<file path="src/source/msx_pipe_reg.sv">
`timescale 1ns/1ps
`default_nettype none

module msx_pipe_reg #(
   parameter type payload_t = logic [7:0]
) (
   input  wire logic clock_bus,
   input  wire logic rst_n,
   input  wire logic in_valid,
   output logic      in_ready,
   input  payload_t  in_data,
   output logic      out_valid,
   input  wire logic out_ready,
   output payload_t  out_data
);

   logic     skid_valid;
   payload_t skid_data;

   // Room as long as the skid entry is free
   assign in_ready = !skid_valid;

   always_ff @(posedge clock_bus) begin
      if (!rst_n) begin
         out_valid  <= 1'b0;
         skid_valid <= 1'b0;
      end else if (out_ready || !out_valid) begin
         if (skid_valid) begin
            out_valid  <= 1'b1;
            skid_valid <= 1'b0;
         end else begin
            out_valid <= in_valid;
         end
      end else if (in_valid && in_ready) begin
         // Output stalled, park the new word
         skid_valid <= 1'b1;
      end
   end

   always_ff @(posedge clock_bus) begin
      if (out_ready || !out_valid) begin
         out_data <= skid_valid ? skid_data : in_data;
      end else if (in_valid && in_ready) begin
         skid_data <= in_data;
      end
   end

   a_hold_stable: assert property (@(posedge clock_bus) disable iff (!rst_n)
      out_valid && !out_ready |=> out_valid && $stable(out_data))
      else $error("msx_pipe_reg output changed while stalled");

endmodule

`default_nettype wire

</file>
<file path="config.mk">
export PLATFORM = sky130hd
export DESIGN_NAME = msx_pipe_reg
export DESIGN_NICKNAME = d
export VERILOG_FILES = /design/src/source/msx_pipe_reg.sv
export SDC_FILE = /design/constraint.sdc
export NUM_CORES = 1
export LEC_CHECK = 0
export BUFFER_PORTS_ARGS = -buffer_cell sky130_fd_sc_hd__buf_2
export CAP_MARGIN = 30
export CORE_MARGIN = 10
export CORE_UTILIZATION = 45
export DETAILED_ROUTE_END_ITERATION = 12
export PLACE_DENSITY = 0.72
export SETUP_SLACK_MARGIN = 0.15
export SKIP_LAST_GASP = 1
export SLEW_MARGIN = 10
export SYNTH_ARGS = -nofsm -noshare
export SYNTH_HDL_FRONTEND = slang
export SYNTH_SLANG_ARGS = --single-unit
</file>
<file path="constraint.sdc">
create_clock -name clock_bus -period 4.35 [get_ports clock_bus]
set_clock_uncertainty 0.2 [all_clocks]
set_input_delay 0.2175 -clock clock_bus [delete_from_list [all_inputs] [get_ports clock_bus]]
set_output_delay 0.2175 -clock clock_bus [all_outputs]
set_load 0.03 [all_outputs]
</file>
==> After elaboration in Yosys (flattened, before gate mapping) <==
Index checks and enable logic that the tools add are counted.
{ "totals": {"ram_bits": 0, "register_bits": 18, "n_memories": 0, "latchBits": 0, "mem_bits_ro": 0, "input_bits": 12, "word_cells": 14} }
{ "classes": {"order_cmp": 0, "div": 0, "bitwise_logic": 2, "eq_ne": 0, "n_mux": 2, "shift": 0, "add_sub_neg": 0, "reduce_logical": 6, "mul": 0} }
{ "op_table": {"columns": ["operator", "n"], "rows": [
  ["8-bit 2-to-1 mux", 1],
  ["1-bit logical NOT", 2],
  ["1-bit inverter", 2],
  ["2-bit AND reduction", 1],
  ["2-bit OR reduction", 1],
  ["1-bit logical AND", 1],
  ["1-bit logical OR", 1],
  ["1-bit 2-to-1 mux", 1]
]} }

==> Longest topological paths before layout <==
{ "logic_depth": {"ltp_word": 4, "mapped_depth": 3, "ltp_nobuf": 2} }

==> Worst setup path after synthesis <==
No wires, ideal clock.
{ "synth_path": {"kind": "reg-to-reg", "start": "register out_valid", "end": "register skid_data[0] in the netlist's numbering, enable pin", "path_stages_with_launch": 3, "synth_period_minus_slack_ps": 1987, "arrival_ps": 1402, "setup_slack_ps": 2363, "path_cell_list": "dfxtp_1 nand2b_4 nor3b_1"} }
{ "synth_via": {"elab_chain_len": 4} }
{ "synth_lines": {"columns": ["item", "line", "source"], "rows": [
  ["from (decl)", "12", "output logic out_valid,"],
  ["from (signal assigned)", "32", "out_valid <= in_valid;"],
  ["1-bit logical NOT", "41", "if (out_ready || !out_valid) begin"],
  ["1-bit logical OR", "41", null],
  ["1-bit inverter (no line)", null, null],
  ["2-bit AND reduction (no line)", null, null],
  ["to (signal assigned)", "44", "skid_data <= in_data;"],
  ["to (decl)", "18", "payload_t skid_data;"]
]} }
No other way between the ends.
A chain may end at the register's enable or synchronous reset.

==> Worst setup path in the final report <==
{ "layout_path": {"start": "register skid_valid", "end": "register skid_data[7] in the netlist's numbering, enable pin"} }
{ "layout_via": {"elab_chain_len": 3} }
{ "layout_lines": {"columns": ["item", "line", "source"], "rows": [
  ["from (decl)", "17", "logic skid_valid;"],
  ["from (signal assigned)", "26", "skid_valid <= 1'b0;"],
  ["from (signal assigned)", "30", "skid_valid <= 1'b0;"],
  ["from (signal assigned)", "36", "skid_valid <= 1'b1;"],
  ["1-bit logical NOT", "21", "assign in_ready = !skid_valid;"],
  ["1-bit logical AND", "43", "end else if (in_valid && in_ready) begin"],
  ["2-bit AND reduction (no line)", null, null]
]} }
No other way between the ends.

==> impl_metrics.csv <==
group,metric,value,unit
power,p_per_area,347.8,mW/mm2
route,vias_per_cell,4.783,
route,drc,0,
global_routing,grt_start_max_net_pins,12,
worst_setup_path,start_kind,"flip-flop",
timing,rsz0062_at_grt,"no",
logic_synthesis,synth_nets,45,
logic_synthesis,avgSynthCellArea,21.19,um2
global_routing,track_usage,7.289,%
cts,cts_buffers,3,
global_routing,first_global_vias,435,
run_status,outcome,"completed",
timing,worst_slew_pin_slew,0.5707,ns
finish,final_layout_size_suffix_gt1_share,53.73,%
cts,clk_pin_slew,0.10,ns
global_routing,grt-ovfl-total,0,
die,io_pins,22,
cts,postCtsSetupRepairBufs,0,
die,die_y,59.43,um
logic_synthesis,synth_cells,33,
worst_setup_path,crit_path_cell_trace,"nor3b_1 -> clkbuf_2",
power,combinationalPowerShare,13.8,%
route,drt-total-wl,1.172,mm
cts,clkLatencyLatePin,0.28,ns
placed_design,place_congestion,0.6917,
timing,drv_slew,0,
worst_setup_path,arrival,1.60,ns
route,wl_per_cell,14.12,um
die,die_x,59.43,um
power,power_frac_seq,61.7,%
timing,fin_crit,1.807,ns
die,core,0.001489,mm2
finish,area_delta_synth_final,33.63,%
worst_setup_path,crit_required,4.14,ns
worst_setup_path,setup.worst_path.class,"flip-flop to flip-flop",
global_routing,grt_pass1_wl,1.959,mm
cts,clkSinkCount,18,
flow_run,maxCapViolations,0,
logic_synthesis,synth_commonest_cells,"edfxtp_1, mux2_4, dfxtp_1",
global_routing,antenna_found_initial,0,
power,switchingPower,73.56,uW
logic_synthesis,yosysWarnings,0,
timing,tns,0,ns
finish,antennaDiodeCount,0,
route,final_antenna_net_count,0,
cts,htreeDepth,1,
timing,setup_violations,0,
placed_design,io_buffers,21,
logic_synthesis,synth_seq_area_share,74.42,%
logic_synthesis,synthesis.area,699.4,um2
logic_synthesis,synth_top_area_share,68.69,%
logic_synthesis,synth_enable_flop_cells,16,
worst_setup_path,critPathMaxFanout,11,
power,swShare,22.63,%
cts,cts_root_buffer,"clkbuf_4",
logic_synthesis,synth-main-ff-cell,"edfxtp_1",
die,start_util,46.97,%
power,ir_drop,203.2,uV
power,power.static_leakage,0.0003802,uW
worst_setup_path,max_stage_delay,0.54,ns
timing,fmax,0.5533,GHz
power,intPower,251.5,uW
die,rows,14,
timing,hold_violations,0,
placed_design,pre_cts_ws,2.252,ns
route,drtPass1Iterations,3,
logic_synthesis,yosysTopAreaCell,"edfxtp_1",
finish,fin_nets,80,
logic_synthesis,yosysMostFrequentCell,"edfxtp_1",
logic_synthesis,synth_cell_types,11,
cts,post_cts_resize_count,0,
cts,clock_path_buffers,2,
timing,fin_ws,2.543,ns
logic_synthesis,ys_ff_latch,18,
timing,slew_headroom,61.90,%
worst_setup_path,crit_path_top_delay_cell,"nor3b_1",
route,vias,397,
min_path,hold_class,"input pin to flip-flop",
logic_synthesis,yosys-top-cells-area,"edfxtp_1, mux2_4, dfxtp_1",
die,fp.dieArea,0.003531,mm2
power,pwr-share-clk,24.6,%
worst_setup_path,end_kind,"flip-flop",
cts,cts_tree,"built",
logic_synthesis,async_flop_share,0,%
route,drtIter0Drc,6,
timing,fin_crit_sh,41.55,%
[metrics by stage]
step	power [uW]	hold slack, ns	util [%]	std cells	area (um2)
floorplan	229.7	0.1164	-	33	699.4
global placement	242.6	0.2097	54.62	69	813.3
detailed placement	243.4	0.2113	54.62	69	813.3
CTS	330.2	0.04242	62.44	82	929.6
global route	339.9	0.05615	62.77	83	934.6
finish	325.1	0.04593	62.77	83	934.6
[registers in the layout, indices dropped and copies added (netlist names)]
register / cells
skid_data: 8
out_valid: 1
out_data: 8
skid_valid: 1
[power groups by stage]
stage	Combinational, uW	Clock (uW)	Sequential (uW)
6_report	44.8	79.8	200
5_1_grt	48.0	90.8	201
4_1_cts	45.1	84.6	201
3_5_place_dp	38.9	0	205
3_3_place_gp	38.5	0	204
2_1_floorplan	12.3	0	217
[worst max-delay path, delay by kind of cell, from the launching register on]
kind	cells	cell delay [ns]
simple gates	1	0.54
buf+inv	1	0.28
flops	1	0.50
[final cells by class]
class / count / area [um2]
Timing Repair Buffer: 31 / 200.2
Clock inverter: 1 / 3.754
Tap cell: 16 / 20.02
Inverter: 1 / 3.754
Sequential cell: 18 / 520.5
Clock buffer: 3 / 22.52
Multi-Input combinational cell: 13 / 163.9
Fill cell: 109 / 554.3
[kinds of logic (layout without fill, tap and decap cells)]
kind of cell    Yosys count  in the layout  synth area share [%]
buf+inv                   2             36                 2.146
flops                    18             18                 74.42
mux                       8              8                 16.64
compound gates            1              1                 1.074
simple gates              4              4                 5.725
[cells in the final DEF (no fill, tap or decap)]
master         count
buf_2             21
edfxtp_1          16
dlygate4sd3_1      9
mux2_4             7
clkbuf_4           3
dfxtp_1            2
nand2b_4           1
inv_1              1
nor3b_1            1
nor2_2             1
a21boi_1           1
nor3b_2            1
mux2_2             1
clkinv_1           1
clkbuf_2           1
[path summary, 6_finish.rpt]
check,from,to,slack (ns),cells past startpoint
max,skid_valid,skid_data[7],2.54,2
min,in_valid,out_valid,0.05,3
max reg2reg,skid_valid,skid_data[7],2.54,2
min reg2reg,skid_data[3],out_data[3],0.36,1
[what timing repair did]
item,in CTS,in global routing
hold buffers,9,0
endpoints found under the setup margin,0,0
endpoints found under the hold margin,10,0
[routing by layer]
layer | wire, um | vias to the layer above | global-route usage, % | share of wire, %
met5 | 0 | - | 0 | 0
met4 | 9 | 0 | 3.934 | 0.77
met3 | 109 | 2 | 3.219 | 9.3
met2 | 628 | 14 | 12.33 | 54
met1 | 423 | 187 | 7.268 | 36
li1 | - | 194 | - | -
Note: power is estimated with default switching activity, not from simulation.
