[src/source/msx_defines.svh]
`ifndef MSX_DEFINES_SVH
`define MSX_DEFINES_SVH

// CPU address and page geometry
`define MSX_ADDR_W 16
`define MSX_PAGE_W 14

// Internal block RAM, counted in 16 KB banks
`define MSX_BANKS 8
`define MSX_BANK_W 3

// Slot select port and subslot register location
`define MSX_SLOT_PORT 8'hA8
`define MSX_SUBSLOT_ADDR 16'hFFFF

// One bit per primary slot, set where an expander is fitted
`define MSX_EXPANDED 4'b1000

`endif

[src/source/msx_bus_pkg.sv]
`default_nettype none

`include "msx_defines.svh"

package msx_bus_pkg;

   // One host request as it enters the core
   typedef struct packed {
      logic [`MSX_ADDR_W-1:0] addr;
      logic [7:0]             wdata;
      logic                   wr;
      logic                   io;
   } bus_req_t;

   // Writes answer too, so the host sees every access in order
   typedef struct packed {
      logic [7:0] data;
      logic       wr;
   } bus_rsp_t;

   // Encoded as {io, wr}
   typedef enum logic [1:0] {
      ACC_MEM_RD = 2'b00,
      ACC_MEM_WR = 2'b01,
      ACC_IO_RD  = 2'b10,
      ACC_IO_WR  = 2'b11
   } access_kind_t;

endpackage

`default_nettype wire

[src/source/msx_cpu_bus_if.sv]
`timescale 1ns/1ps
`default_nettype none

`include "msx_defines.svh"

interface msx_cpu_bus_if;

   // Access issued by the sequencer, held until the next accept
   logic                   strobe;
   logic [`MSX_ADDR_W-1:0] addr;
   logic [7:0]             wdata;
   logic                   wr;
   logic                   io;

   // Slot routing for the page of addr
   logic [1:0]             slot;
   logic [1:0]             subslot;

   modport seq (output strobe, output addr, output wdata, output wr, output io);

   modport regs (input strobe, input addr, input wdata, input wr, input io,
                 output slot, output subslot);

   modport map (input strobe, input addr, input wdata, input wr, input io,
                input slot, input subslot);

endinterface

`default_nettype wire

[src/source/msx_bus_seq.sv]
`timescale 1ns/1ps
`default_nettype none

module msx_bus_seq
   import msx_bus_pkg::*;
(
   input  wire logic   clock_bus,
   input  wire logic   rst_n,
   input  wire logic   req_valid,
   output logic        req_ready,
   input  bus_req_t    req,
   output logic        rsp_valid,
   input  wire logic   rsp_ready,
   output bus_rsp_t    rsp,
   msx_cpu_bus_if.seq  cpu,
   input  wire logic   regs_hit,
   input  wire logic [7:0] regs_rdata,
   input  wire logic [7:0] mem_rdata,
   output logic        mem_busy
);

   typedef enum logic [1:0] {
      ST_IDLE,
      ST_ISSUE,
      ST_COLLECT
   } state_t;

   state_t       state;
   bus_req_t     cur;
   access_kind_t acc_kind;

   // Only take a request when the output slice can hold its answer
   assign req_ready = (state == ST_IDLE) && rsp_ready;

   always_ff @(posedge clock_bus) begin
      if (!rst_n) begin
         state <= ST_IDLE;
      end else begin
         case (state)
            ST_IDLE:    if (req_valid && req_ready) state <= ST_ISSUE;
            ST_ISSUE:   state <= ST_COLLECT;
            ST_COLLECT: if (rsp_ready) state <= ST_IDLE;
            default:    state <= ST_IDLE;
         endcase
      end
   end

   // Access payload, held on the bus until the next accept
   always_ff @(posedge clock_bus) begin
      if (req_valid && req_ready) begin
         cur <= req;
      end
   end

   assign cpu.strobe = (state == ST_ISSUE);
   assign cpu.addr   = cur.addr;
   assign cpu.wdata  = cur.wdata;
   assign cpu.wr     = cur.wr;
   assign cpu.io     = cur.io;

   // Layout table must not change under a lookup
   assign mem_busy = (state == ST_ISSUE);

   assign acc_kind = access_kind_t'({cur.io, cur.wr});

   // Read data priority: slot registers, then memory, then open bus
   always_comb begin
      case (acc_kind)
         ACC_MEM_RD: rsp.data = regs_hit ? regs_rdata : mem_rdata;
         ACC_IO_RD:  rsp.data = regs_hit ? regs_rdata : 8'hFF;
         default:    rsp.data = cur.wdata;
      endcase
   end

   assign rsp.wr    = cur.wr;
   assign rsp_valid = (state == ST_COLLECT);

   // Slice room checked at accept must still be there at collect
   a_rsp_room: assert property (@(posedge clock_bus) disable iff (!rst_n)
      cpu.strobe |=> rsp_valid && rsp_ready)
      else $error("msx_bus_seq strobe issued while a response is pending");

endmodule

`default_nettype wire

[src/flat_wrapper.sv]
// flat-port wrapper written by rule: the top's interface ports become plain ports
module msx_bus_seq_flat import msx_bus_pkg::*;
  (clock_bus, rst_n, req_valid, req_ready, req, rsp_valid, rsp_ready, rsp, regs_hit, regs_rdata, mem_rdata, mem_busy, cpu_strobe, cpu_addr, cpu_wdata, cpu_wr, cpu_io);
  msx_cpu_bus_if cpu_i ();
  input  wire logic clock_bus;
  input  wire logic rst_n;
  input  wire logic req_valid;
  output logic req_ready;
  input  bus_req_t req;
  output logic rsp_valid;
  input  wire logic rsp_ready;
  output bus_rsp_t rsp;
  input  wire logic regs_hit;
  input  wire logic [7:0] regs_rdata;
  input  wire logic [7:0] mem_rdata;
  output logic mem_busy;
  output wire logic [$bits(cpu_i.strobe)-1:0] cpu_strobe;
  output wire logic [$bits(cpu_i.addr)-1:0] cpu_addr;
  output wire logic [$bits(cpu_i.wdata)-1:0] cpu_wdata;
  output wire logic [$bits(cpu_i.wr)-1:0] cpu_wr;
  output wire logic [$bits(cpu_i.io)-1:0] cpu_io;
  assign cpu_strobe = cpu_i.strobe;
  assign cpu_addr = cpu_i.addr;
  assign cpu_wdata = cpu_i.wdata;
  assign cpu_wr = cpu_i.wr;
  assign cpu_io = cpu_i.io;
  msx_bus_seq u_core (.clock_bus(clock_bus), .rst_n(rst_n), .req_valid(req_valid), .req_ready(req_ready), .req(req), .rsp_valid(rsp_valid), .rsp_ready(rsp_ready), .rsp(rsp), .cpu(cpu_i), .regs_hit(regs_hit), .regs_rdata(regs_rdata), .mem_rdata(mem_rdata), .mem_busy(mem_busy));
endmodule
[config.mk]
export PLATFORM = sky130hd
export DESIGN_NAME = msx_bus_seq_flat
export DESIGN_NICKNAME = d
export VERILOG_FILES = /design/src/source/msx_bus_pkg.sv /design/src/source/msx_cpu_bus_if.sv /design/src/source/msx_bus_seq.sv /design/src/flat_wrapper.sv
export VERILOG_INCLUDE_DIRS = /design/src /design/src/source
export SDC_FILE = /design/constraint.sdc
export NUM_CORES = 1
export LEC_CHECK = 0
export ABC_AREA = 1
export BUFFER_PORTS_ARGS = -buffer_cell sky130_fd_sc_hd__clkbuf_2
export CORE_MARGIN = 4
export CORE_UTILIZATION = 36
export DETAILED_ROUTE_END_ITERATION = 10
export PLACE_DENSITY = 0.75
export SLEW_MARGIN = 20
export SYNTH_ARGS = -nofsm -noshare
export SYNTH_HDL_FRONTEND = slang
export SYNTH_SLANG_ARGS = --single-unit
[constraint.sdc]
create_clock -name clock_bus -period 2.1 [get_ports clock_bus]
set_clock_uncertainty 0.1 [all_clocks]
set_input_delay 0.315 -clock clock_bus [delete_from_list [all_inputs] [get_ports clock_bus]]
set_output_delay 0.315 -clock clock_bus [all_outputs]
set_load 0.005 [all_outputs]
Word-level counts from Yosys, hierarchy flattened
Index checks and enable logic that the tools add are counted.

cells by class
  reductions and logical operators = 5
  eq/ne operators = 5
  mux-type cells = 6

operators with widths
  cell                                                    count
  two-way mux 8 bit                                       2
  one-hot mux 8 bit (2 select lines)                      1
  one-hot mux 2 bit (3 select lines)                      1
  equality test 2 bit (second input constant)             2
  zero test 2 bit                                         2
  two-way mux 2 bit                                       2
  equality test 2 x 1 -> 1 bit (second input constant)    1
  logical AND 1 bit                                       2
  inequality test 2 x 1 -> 1 bit (second input constant)  1
  inequality test 2 bit (second input constant)           1
  AND reduction 2 bit                                     1

storage, ports and cells
  output and inout port bits = 39
  bits of input ports = 47
  flip-flop bits (word level) = 28
  logic and storage cells = 21

Depth between registers and ports, before layout
  depth after elaboration = 5
  mapped depth = 5
  depth with buffers taken out = 4

Worst setup path before layout
No wires, ideal clock.

  path kind = flip-flop to flip-flop
  start point = reg u_core.state[1]
  end point = reg u_core.cur (netlist bit u_core.cpu.addr[0]), enable pin
  required time = 1591 ps
  path slack = -3 ps
  data arrival time = 1594 ps
  setup time = 409 ps
  stages on the path, launching flop included = 4
  cells stage by stage = dfxtp_1 > inv_1 > nand3_1 > nor2_1

on the way
  longest elaborated chain between the ends = 3

ends and longest elaborated chain
  element                 RTL line           source
  from (decl)             msx_bus_seq.sv:28  state_t state;
  from (signal assigned)  msx_bus_seq.sv:37  state <= ST_IDLE;
  from (signal assigned)  msx_bus_seq.sv:40  ST_IDLE: if (req_valid && req_ready) state <= ST_ISSUE;
  from (signal assigned)  msx_bus_seq.sv:41  ST_ISSUE: state <= ST_COLLECT;
  zero test 2 bit         msx_bus_seq.sv:33  assign req_ready = (state == ST_IDLE) && rsp_ready;
  logical AND 1 bit       msx_bus_seq.sv:33
  logical AND 1 bit       msx_bus_seq.sv:50  if (req_valid && req_ready) begin
  to (signal assigned)    msx_bus_seq.sv:51  cur <= req;
  to (decl)               msx_bus_seq.sv:29  bus_req_t cur;

No other way between the ends.
A chain may end at the register's enable or synchronous reset.

==> impl_metrics.csv <==
group,metric,value,unit
run_status,status,"finished clean",
sta,holdWs,62.94,ps
sta,rsz0062_at_grt,"no",
floorplan,dieArea,4254,um^2
clock_tree,cts.clk_slew.worst_paths,140,ps
cells_and_area,final_cell_mix,"85 x clkbuf_2, 33 x nand2_1, 26 x edfxtp_1",
sta,fmax,549.8,MHz
global_route,grt_overflow,0,
floorplan,die_w,65.22,um
placed_design,gp_congestion,0.6761,
global_route,track_usage,0.1131,
floorplan,row_count,20,
floorplan,start_util,0.3798,
floorplan,die_y,65.22,um
clock_tree,cts_setup_buffers,0,
min_path,hold_start,"req[17]",
cells_and_area,final_cells,234,
synthesis,synth_top_area_cell,"edfxtp_1",
synthesis,ys_ff_latch,28,
placed_design,dp_cells,230,
cells_and_area,diodes,0,
critical_path,reg2reg_from,"u_core.state[1]$_SDFFE_PN0P_",
clock_tree,cts_resized,0,
pwr,powerDensity,609.8,nW/um^2
sta,period_share,0.8662,
global_route,grt_pass1_vias,931,
critical_path,required,1680,ps
synthesis,synth_cells,104,
clock_tree,numCtsBuffers,3,
cells_and_area,final_nets,238,
critical_path,crit_path_max_fanout,18,
detailed_routing,viasPerCell,4.209,
clock_tree,cts_tree,"built",
critical_path,critical_path.startpoint_type,"flop",
synthesis,syn_nets,151,
sta,slew_viol_final,0,
floorplan,core,3103,um^2
detailed_routing,antenna_left,0,
clock_tree,cts_buffer_depth,2,
synthesis,yosysWarningCount,0,
sta,fin_ws,281.1,ps
clock_tree,clock-sinks,28,
critical_path,reg2reg_slack,780,ps
sta,hold_viol,0,
synthesis,synth_compound_area_frac,0.04459,
synthesis,syn_avg_cell_area,11.33,um^2
sta,slew_headroom,0.6384,
global_route,grt_max_degree,19,
pwr,p_leak,0.8764,nW
synthesis,synthMuxAreaShare,0,
sta,setup_viol,0,
clock_tree,clk_latency,310,ps
sta,final.setup.tns,0,ps
sta,tightestPinTransition,542.4,ps
synthesis,synth_area,1179,um^2
synthesis,synth_top_area_frac,0.6624,
critical_path,end_kind,"output pin",
global_route,grt_pass1_wl,3767,um
critical_path,r2r-end,"u_core.cpu.io$_DFFE_PP_",
detailed_routing,wl_per_cell,10.82,um
synthesis,synth_top_family_by_area,"simple AND/OR/NAND/NOR gates",
clock_tree,h-tree-depth,1,
cells_and_area,fin_area,1650,um^2
detailed_routing,drtPass1Iterations,3,
placed_design,dp_hpwl,2148,um
cells_and_area,final_common_cell,"clkbuf_2",
min_path,min_to,"u_core.cpu.addr[7]$_DFFE_PP_",
pwr,total_power,1.006,mW
synthesis,yosysSeqAreaShare,0.6964,
detailed_routing,routed_wl,2532,um
synthesis,synthSimpleGateAreaFrac,0.1412,
clock_tree,root_buffer,"clkbuf_4",
floorplan,io_pins,86,
cells_and_area,syn_to_final_growth,40.02,%
placed_design,port_buffers,85,
pwr,ir_drop,0.4120,mV
synthesis,synth_fa_ha_area_frac,0,
synthesis,yosys-top-cells-area,"edfxtp_1 66%, nand2_1 11%, inv_1 7.3%",
detailed_routing,drc,0,
critical_path,cp.arrival,1400,ps
cells_and_area,drive_gt1_frac,0.4947,
global_route,antenna_found_initial,0,
min_path,whs_path_depth,1,
detailed_routing,vias,985,
critical_path,ff2ff_path_depth,4,
min_path,hold_path.class,"in -> reg",
synthesis,synth_xor_area_frac,0,
sta,fin_crit,1819,ps
placed_design,place_ws,642.8,ps
detailed_routing,drtIter0Drc,13,
critical_path,setup.worst_path.class,"reg -> out",
placed_design,dpl_cell_area,1624,um^2
clock_tree,hold_buffers,0,
cells_and_area,final_util,0.5319,
run,max_cap_violations,0,
synthesis,synth_cell_type_count,13,
registers in the layout, indices dropped and copies added (netlist names):
name / flops
u_core.cpu.wr: 1
u_core.cpu.io: 1
u_core.cpu.wdata: 8
u_core.cpu.addr: 16
u_core.state: 2
cell type report:
cell class	instances	area, um^2
flip-flops and latches	28	820.8
well taps	44	55.05
multi-input cells	48	221.5
repair buffers	87	440.4
clock buffers	4	26.28
inverters	23	86.33
fillers	303	1453
synthesized netlist by cell type:
cell / instances
buf_8: 1
nor3_1: 1
dfxtp_1: 2
nor2_8: 1
inv_1: 23
nand3_1: 2
buf_6: 2
edfxtp_1: 26
nor2_1: 2
a21oi_2: 2
a21oi_1: 7
nand2_1: 33
buf_4: 2
critical path: stages, from the launching register on:
cell,delay [ps]
edfxtp_1,640
a21oi_1,210
nand2_1,70
nand2_1,60
clkbuf_2,110
worst max path at each step:
stage / from / endpoint / slack [ps] / depth (start not counted)
floorplan: u_core.state[1]$_SDFFE_PN0P_ / u_core.cpu.addr[0]$_DFFE_PP_ / 410 / 3
CTS: u_core.cpu.wr$_DFFE_PP_ / rsp[3] / 270 / 4
global placement: u_core.cpu.wr$_DFFE_PP_ / rsp[4] / 650 / 4
global route: u_core.cpu.wr$_DFFE_PP_ / rsp[3] / 160 / 4
detailed placement: u_core.cpu.wr$_DFFE_PP_ / rsp[7] / 640 / 4
finish: u_core.cpu.wr$_DFFE_PP_ / rsp[3] / 280 / 4
metal layers:
metal | vias to the layer above | wire length [um] | track usage
met4 | 0 | 13 | 0.03886
li1 | 495 | - | -
met5 | - | 0 | 0
met1 | 423 | 945 | 0.1038
met3 | 2 | 399 | 0.05128
met2 | 65 | 1174 | 0.2162
where the power goes:
part | internal, mW | switching (mW)
Combinational | 0.0707 | 0.0648
Clock | 0.0742 | 0.146
Sequential | 0.638 | 0.0129
kinds of logic after synthesis:
group,count (synthesis)
AND/OR/NAND/NOR,39
flip-flops,28
buffers and inverters,28
AO/OA/AOI/OAI,9
No activity file was read; power rests on OpenSTA's default activity.
