--- config.mk ---
export PLATFORM = sky130hd
export DESIGN_NAME = msx_slot_regs_flat
export DESIGN_NICKNAME = d
export VERILOG_FILES = /design/src/source/msx_cpu_bus_if.sv /design/src/source/msx_slot_regs.sv /design/src/flat_wrapper.sv
export VERILOG_INCLUDE_DIRS = /design/src /design/src/source
export SDC_FILE = /design/constraint.sdc
export NUM_CORES = 1
export LEC_CHECK = 0
export BUFFER_PORTS_ARGS = -buffer_cell sky130_fd_sc_hd__clkbuf_2
export CAP_MARGIN = 0
export CORE_AREA = 3 3 84 86
export CTS_CLUSTER_DIAMETER = 40
export DETAILED_ROUTE_END_ITERATION = 10
export DIE_AREA = 0 0 87 89
export PLACE_DENSITY_LB_ADDON = 0.2
export SYNTH_ARGS = -nofsm -noshare
export SYNTH_HDL_FRONTEND = slang
export SYNTH_SLANG_ARGS = --single-unit
--- constraint.sdc ---
create_clock -name clock_bus -period 5.2 [get_ports clock_bus]
set_clock_uncertainty 0.2 [all_clocks]
set_input_delay 0.52 -clock clock_bus [delete_from_list [all_inputs] [get_ports clock_bus]]
set_output_delay 0.52 -clock clock_bus [all_outputs]
set_load 0.02 [all_outputs]
--- src/source/msx_defines.svh ---
`ifndef MSX_DEFINES_SVH
`define MSX_DEFINES_SVH

// CPU address and page geometry
`define MSX_ADDR_W 16
`define MSX_PAGE_W 14

// Internal block RAM, counted in 16 KB banks
`define MSX_BANKS 8
`define MSX_BANK_W 3

// Slot select port and subslot register location
`define MSX_SLOT_PORT 8'hA8
`define MSX_SUBSLOT_ADDR 16'hFFFF

// One bit per primary slot, set where an expander is fitted
`define MSX_EXPANDED 4'b1000

`endif

--- src/source/msx_cpu_bus_if.sv ---
`timescale 1ns/1ps
`default_nettype none

`include "msx_defines.svh"

interface msx_cpu_bus_if;

   // Access issued by the sequencer, held until the next accept
   logic                   strobe;
   logic [`MSX_ADDR_W-1:0] addr;
   logic [7:0]             wdata;
   logic                   wr;
   logic                   io;

   // Slot routing for the page of addr
   logic [1:0]             slot;
   logic [1:0]             subslot;

   modport seq (output strobe, output addr, output wdata, output wr, output io);

   modport regs (input strobe, input addr, input wdata, input wr, input io,
                 output slot, output subslot);

   modport map (input strobe, input addr, input wdata, input wr, input io,
                input slot, input subslot);

endinterface

`default_nettype wire

--- src/source/msx_slot_regs.sv ---
`timescale 1ns/1ps
`default_nettype none

`include "msx_defines.svh"

module msx_slot_regs (
   input  wire logic   clock_bus,
   input  wire logic   rst_n,
   msx_cpu_bus_if.regs cpu,
   output logic        hit,
   output logic [7:0]  rdata
);

   localparam logic [3:0] EXPANDED_MAP = `MSX_EXPANDED;

   logic [7:0] prim_slot;
   logic       prim_written;
   logic [7:0] sub_reg [4];
   logic [1:0] page;
   logic [1:0] act_slot;
   logic [1:0] act_subslot;
   logic       expanded;
   logic       port_sel;
   logic       sub_sel;

   assign page = cpu.addr[15:14];

   // Everything sits in slot 0 until the port is first written
   assign act_slot = prim_written ? prim_slot[2*page +: 2] : 2'd0;
   assign expanded = EXPANDED_MAP[act_slot];
   assign act_subslot = expanded ? sub_reg[act_slot][2*page +: 2] : 2'd0;

   assign cpu.slot    = act_slot;
   assign cpu.subslot = act_subslot;

   // I/O space decodes the low address byte only
   assign port_sel = cpu.io && (cpu.addr[7:0] == `MSX_SLOT_PORT);
   assign sub_sel  = !cpu.io && (cpu.addr == `MSX_SUBSLOT_ADDR) && expanded;

   always_ff @(posedge clock_bus) begin
      if (!rst_n) begin
         prim_slot    <= 8'h00;
         prim_written <= 1'b0;
         sub_reg      <= '{default: 8'h00};
         hit          <= 1'b0;
      end else if (cpu.strobe) begin
         hit <= port_sel || sub_sel;
         if (cpu.wr && port_sel) begin
            prim_slot    <= cpu.wdata;
            prim_written <= 1'b1;
         end
         // A RAM block behind FFFFh is written as well
         if (cpu.wr && sub_sel) begin
            sub_reg[act_slot] <= cpu.wdata;
         end
      end
   end

   // Registered so it lines up with the RAM read
   always_ff @(posedge clock_bus) begin
      if (cpu.strobe) begin
         rdata <= port_sel ? prim_slot : ~sub_reg[act_slot];
      end
   end

endmodule

`default_nettype wire

--- src/flat_wrapper.sv ---
// flat-port wrapper written by rule: the top's interface ports become plain ports
module msx_slot_regs_flat 
  (clock_bus, rst_n, hit, rdata, cpu_strobe, cpu_addr, cpu_wdata, cpu_wr, cpu_io, cpu_slot, cpu_subslot);
  msx_cpu_bus_if cpu_i ();
  input  wire logic clock_bus;
  input  wire logic rst_n;
  output logic hit;
  output logic [7:0] rdata;
  input wire logic [$bits(cpu_i.strobe)-1:0] cpu_strobe;
  input wire logic [$bits(cpu_i.addr)-1:0] cpu_addr;
  input wire logic [$bits(cpu_i.wdata)-1:0] cpu_wdata;
  input wire logic [$bits(cpu_i.wr)-1:0] cpu_wr;
  input wire logic [$bits(cpu_i.io)-1:0] cpu_io;
  output wire logic [$bits(cpu_i.slot)-1:0] cpu_slot;
  output wire logic [$bits(cpu_i.subslot)-1:0] cpu_subslot;
  assign cpu_i.strobe = cpu_strobe;
  assign cpu_i.addr = cpu_addr;
  assign cpu_i.wdata = cpu_wdata;
  assign cpu_i.wr = cpu_wr;
  assign cpu_i.io = cpu_io;
  assign cpu_slot = cpu_i.slot;
  assign cpu_subslot = cpu_i.subslot;
  msx_slot_regs u_core (.clock_bus(clock_bus), .rst_n(rst_n), .cpu(cpu_i), .hit(hit), .rdata(rdata));
endmodule
; ---- Yosys cells after proc, flatten, opt, wreduce, memory -nomap -nowiden
; Index checks and enable logic that the tools add are counted.
[classes]
magnitude_cmp = 3
shift = 2
muxes = 11
reduce_logical = 10
eq_ne = 2
bitwise = 2
[op_table]
columns = cell, n
row1 = $bwmux W32, 1
row2 = $mux W8, 4
row3 = $bmux W8 S2, 1
row4 = $demux W8 S2, 1
row5 = $eq A16 B16 Y1 const B, 1
row6 = $shiftx A8 B4 Y2, 2
row7 = $eq A8 B8 Y1 const B, 1
row8 = $not A8 Y8, 1
row9 = $logic_and A1 B1 Y1, 6
row10 = $mux W2, 2
row11 = $reduce_and A2 Y1, 2
row12 = $ge A3 B3 Y1 const B, 1
row13 = $lt A2 B3 Y1 const B, 1
row14 = $lt A3 B1 Y1 const B, 1
row15 = $not A2 Y3, 1
row16 = $bmux W1 S2, 1
row17 = $logic_not A1 Y1, 1
row18 = $logic_or A1 B1 Y1, 1
row19 = $mux W1, 1
[word_totals]
out_inout_bits = 13
reg_bits = 50
wordCells = 38
in_bits = 29

; ---- Depth between registers and ports, before layout
[depth]
word_depth = 8
ltp_mapped = 8
mapped_depth_nobuf = 6

; ---- Worst setup path before layout
; No wires, ideal clock.
[synth_path]
path_type = input -> output
startpoint = input cpu_addr[14]
endpoint = output cpu_subslot[1]
setup_slack_ns = 1.991
arrival_ns = 2.489
cell_stages = 7
required_time_ns = 4.480
n_path_buf = 1
path_cell_list = buf_6 > mux4_2 > nand2_2 > inv_2 > a221oi_1 > a221oi_1 > nor4_1
[synth_via]
elab_chain_len = 8
elab_cells_between_ends = 10
cone_classes = shift: 2 / mux: 7 / bitwise: 1
[synth_lines]
columns = element, line
row1 = from (decl), flat_wrapper.sv:10  ; input wire logic [$bits(cpu_i.addr)-1:0] cpu_addr;
row2 = $shiftx A8 B4 Y2 *, msx_slot_regs.sv:29  ; assign act_slot = prim_written ? prim_slot[2*page +: 2] : 2'd0;
row3 = $mux W2 *, msx_slot_regs.sv:29
row4 = net cpu_slot[1], flat_wrapper.sv:14  ; output wire logic [$bits(cpu_i.slot)-1:0] cpu_slot;
row5 = $not A2 Y3 (implied by the code), msx_slot_regs.sv:31  ; assign act_subslot = expanded ? sub_reg[act_slot][2*page +: 2] : 2'd0;
row6 = $bmux W8 S2, msx_slot_regs.sv:31
row7 = $mux W8 (implied by the code) (2 in series), msx_slot_regs.sv:31
row8 = $shiftx A8 B4 Y2, msx_slot_regs.sv:31
row9 = $mux W2 *, msx_slot_regs.sv:31
row10 = to (decl), flat_wrapper.sv:15  ; output wire logic [$bits(cpu_i.subslot)-1:0] cpu_subslot;
; Mark *: on every way through the listed nets, which the timed path passes. The rest lies on a longest branch. The select of a mux whose other input is x is not followed.

; ---- Final worst setup path
[layout_path]
startpoint = input cpu_addr[14]
endpoint = output cpu_subslot[0]
[layout_via]
elab_chain_len = 8
elab_cells_between_ends = 10
cone_classes = shift: 2 / mux: 7 / bitwise: 1
[layout_lines]
columns = element, line
row1 = $shiftx A8 B4 Y2, msx_slot_regs.sv:29
row2 = $mux W2, msx_slot_regs.sv:29
row3 = $not A2 Y3 (implied by the code), msx_slot_regs.sv:31
row4 = $bmux W8 S2, msx_slot_regs.sv:31
row5 = $mux W8 (implied by the code) (2 in series), msx_slot_regs.sv:31
row6 = $shiftx A8 B4 Y2, msx_slot_regs.sv:31
row7 = $mux W2 *, msx_slot_regs.sv:31
; Mark *: on every way between the ends. The rest lies on a longest branch, timed or not. The select of a mux whose other input is x is not followed.

==> impl_metrics.tcl <==
set metrics [dict create \
    rsz0062_at_grt "false" \
    run_status "complete, no violations" \
    layout.cells.most_common "dfxtp_1" \
    worstSetupStartpoint "cpu_addr[14]" \
    reg2reg_depth 5 \
    report.final.hold_viol_count 0 \
    numClockSinks 50 \
    drc 0 \
    num_antenna_cells 0 \
    hpwlAfterDp_microns 3900 \
    clk_latency_ns 0.30 \
    post-route-worst-setup-slack_ns 1.88 \
    tightestPinTransition_ns 0.674 \
    areaGrowthSynthToFinish_pct 14.8 \
    post_synthesis_cell_type_count 50 \
    hold_start "u_core.sub_reg[15]" \
    tritoncts_clock_tree "built" \
    antenna_found_initial 0 \
    synth_largest_area_cell "dfxtp_1" \
    synth_largest_type_area_fraction_pct 37.7 \
    worst_ep_arrival_time_ns 2.60 \
    drv.max_cap_violation_count 0 \
    period_share_pct 63.9 \
    synth_simple_gate_area_share_pct 21.9 \
    timing.critical_path.required_ns 4.48 \
    stdcell_count 323 \
    holdCritPathClass "reg2reg" \
    synth_top_family_by_area "simple AND/OR/NAND/NOR gates" \
    post_synthesis_instance_total 207 \
    crit_path_end_kind "output pin" \
    whs_ns 0.262 \
    gp_congestion 0.937 \
    vias 1626 \
    cell_rows 29 \
    area_enclosed_by_the_die_boundary_sq_mm 0.00774 \
    dr.first_iter.drc_count 152 \
    cts_post_setup_buffers_inserted 0 \
    max_reg_flops 32 \
    grt_max_degree 43 \
    nFillCells 617 \
    synth.avg_cell_area_sq_um 10.8 \
    detailedPlace.worstSlack_ns 1.90 \
    most-common-layout-cells "dfxtp_1, clkbuf_2, and2_1, mux2i_1, nor2b_1" \
    floorplan.die.width_microns 87 \
    final.setup.tns_ns 0 \
    core_region_area_sq_mm 0.00635 \
    maxClockFrequency_ghz 0.301 \
    fin_nets 274 \
    postRouteWirelength_microns 5210 \
    start_kind "input pin" \
    average_wire_length_per_cell_after_detail_routing_microns 16.1 \
    synth-warning-count 0 \
    ys_seq_area_share_pct 48.5 \
    synth.top_cells.by_area "dfxtp_1, edfxtp_1, mux2i_1, and2_1, nor2b_1" \
    complex_gate_fraction_of_the_synthesized_area_pct 11.9 \
    synth_fa_ha_area_share_pct 0 \
    timing.critical_path.fanout_max 19 \
    ctsHoldBuffers 0 \
    route.antenna.remaining_nets 0 \
    grt_util_all_layers_pct 14.1 \
    timing_worst_setup_path_type "in2out" \
    regToRegStartpoint "u_core.prim_slot[2]" \
    initial_core_util_pct 35.1 \
    final-max-slew-violation-count 0 \
    floorplan.die.height_microns 89 \
    relSlewSlack_pct 55.1 \
    syn_nets 236 \
    clkSlewWorstSetupHoldPaths_ns 0.08 \
    boundaryPins 42 \
    cts.htree.levels 2 \
    vias_in_the_first_global_route 1510 \
    synthXorXnorAreaFrac_pct 0 \
    vdd_ir_drop_max_v 0.000138 \
    synthesis.area_sq_mm 0.00223 \
    cts-root-buf "clkbuf_8" \
    power_density_mw_per_mm2 259 \
    placed_cells_incl_taps 315 \
    grt_first_pass_wirelength_microns 8250 \
    setup-violations-final 0 \
    ys_ff_latch 50 \
    cts_resized 0 \
    avgViaCountPerCell 5.03 \
    hold_depth 1 \
    finalWorstPathRequiredPeriod_ns 3.32 \
    cts_buffer_depth 2 \
    io_buffers 41 \
    grt.overflow.total 0 \
    finalPower_w 0.000663 \
    drt_first_pass_iters 4 \
    muxShareOfSynthArea_pct 12.9 \
    p_leak_nw 1.07 \
    post_route_cells_drive_above_1_share_pct 24.0 \
    cts_inserted_buffers 5 \
]
-- power by group --
| group | total (W) | internal (W) | leakage (nW) | switching, W |
|---|---|---|---|---|
| clock network | 0.000237 | 0.000107 | 0.0472 | 0.000130 |
| logic | 0.0000312 | 0.0000134 | 0.613 | 0.0000177 |
| registers | 0.000395 | 0.000394 | 0.406 | 0.000000632 |
| total | 0.000663 | 0.000515 | 1.07 | 0.000148 |
-- final timing paths --
path                        endpoint  slack, ns
hold / removal    u_core.sub_reg[15]       0.26
setup / recovery      cpu_subslot[0]       1.88
setup reg to reg     u_core.rdata[2]       2.91
hold reg to reg   u_core.sub_reg[15]       0.26
-- metrics by stage --
stage	utilization [%]	cell area [sq um]
after floorplan	-	2230
after global placement	38.8	2460
after detailed placement	38.8	2460
after CTS	40.3	2560
after global routing	40.3	2560
final	40.3	2560
-- cells by family after synthesis --
group	Yosys count
AO/OA/AOI/OAI	32
multiplexers	26
AND/OR/NAND/NOR	79
flip-flops	50
buffers and inverters	20
-- Yosys cell counts (all sizes together) --
cell / instances
a2111oi: 2
a211oi: 2
a21boi: 1
a21o: 3
a21oi: 3
a221oi: 5
a31oi: 3
a32oi: 1
and2: 26
and3: 2
buf: 5
clkbuf: 6
dfxtp: 42
edfxtp: 8
inv: 9
mux2: 1
mux2i: 23
mux4: 2
nand2: 10
nand2b: 1
nand3: 4
nand4: 3
nand4b: 1
nor2: 7
nor2b: 16
nor3: 1
nor3b: 2
nor4: 2
nor4b: 2
nor4bb: 1
o21a: 1
o21ai: 3
o221a: 1
o22a: 1
o22ai: 1
o2bb2ai: 1
o311a: 1
o31ai: 1
o32a: 1
o32ai: 1
or4bb: 1
-- per-layer routing --
metal  wire length, microns  part of all wire [%]  vias to the layer above  GRT usage, %
li1                       -                     -                      818             -
met4                     46                  0.88                        0          4.25
met1                   2550                    49                      742          21.2
met3                    335                   6.4                        5          3.41
met5                      0                     0                        -             0
met2                   2270                    44                       61          19.8
-- final cells by class --
cell class | instances | area (sq um) | share of cell area, %
tap | 77 | 96.3 | 3.77
timing repair buffer | 42 | 213 | 8.31
multi-input combinational | 137 | 1040 | 40.6
sequential | 50 | 1080 | 42.2
clock inverter | 2 | 12.5 | 0.489
clock buffer | 6 | 82.6 | 3.23
inverter | 9 | 33.8 | 1.32
-- critical path: stages --
cell	delay, ns
clkbuf_2	0.20
mux4_2	0.76
o21ai_4	0.34
a221oi_2	0.13
a221oi_1	0.31
o22ai_1	0.17
clkbuf_2	0.17
No activity file was read; power rests on OpenSTA's default activity.
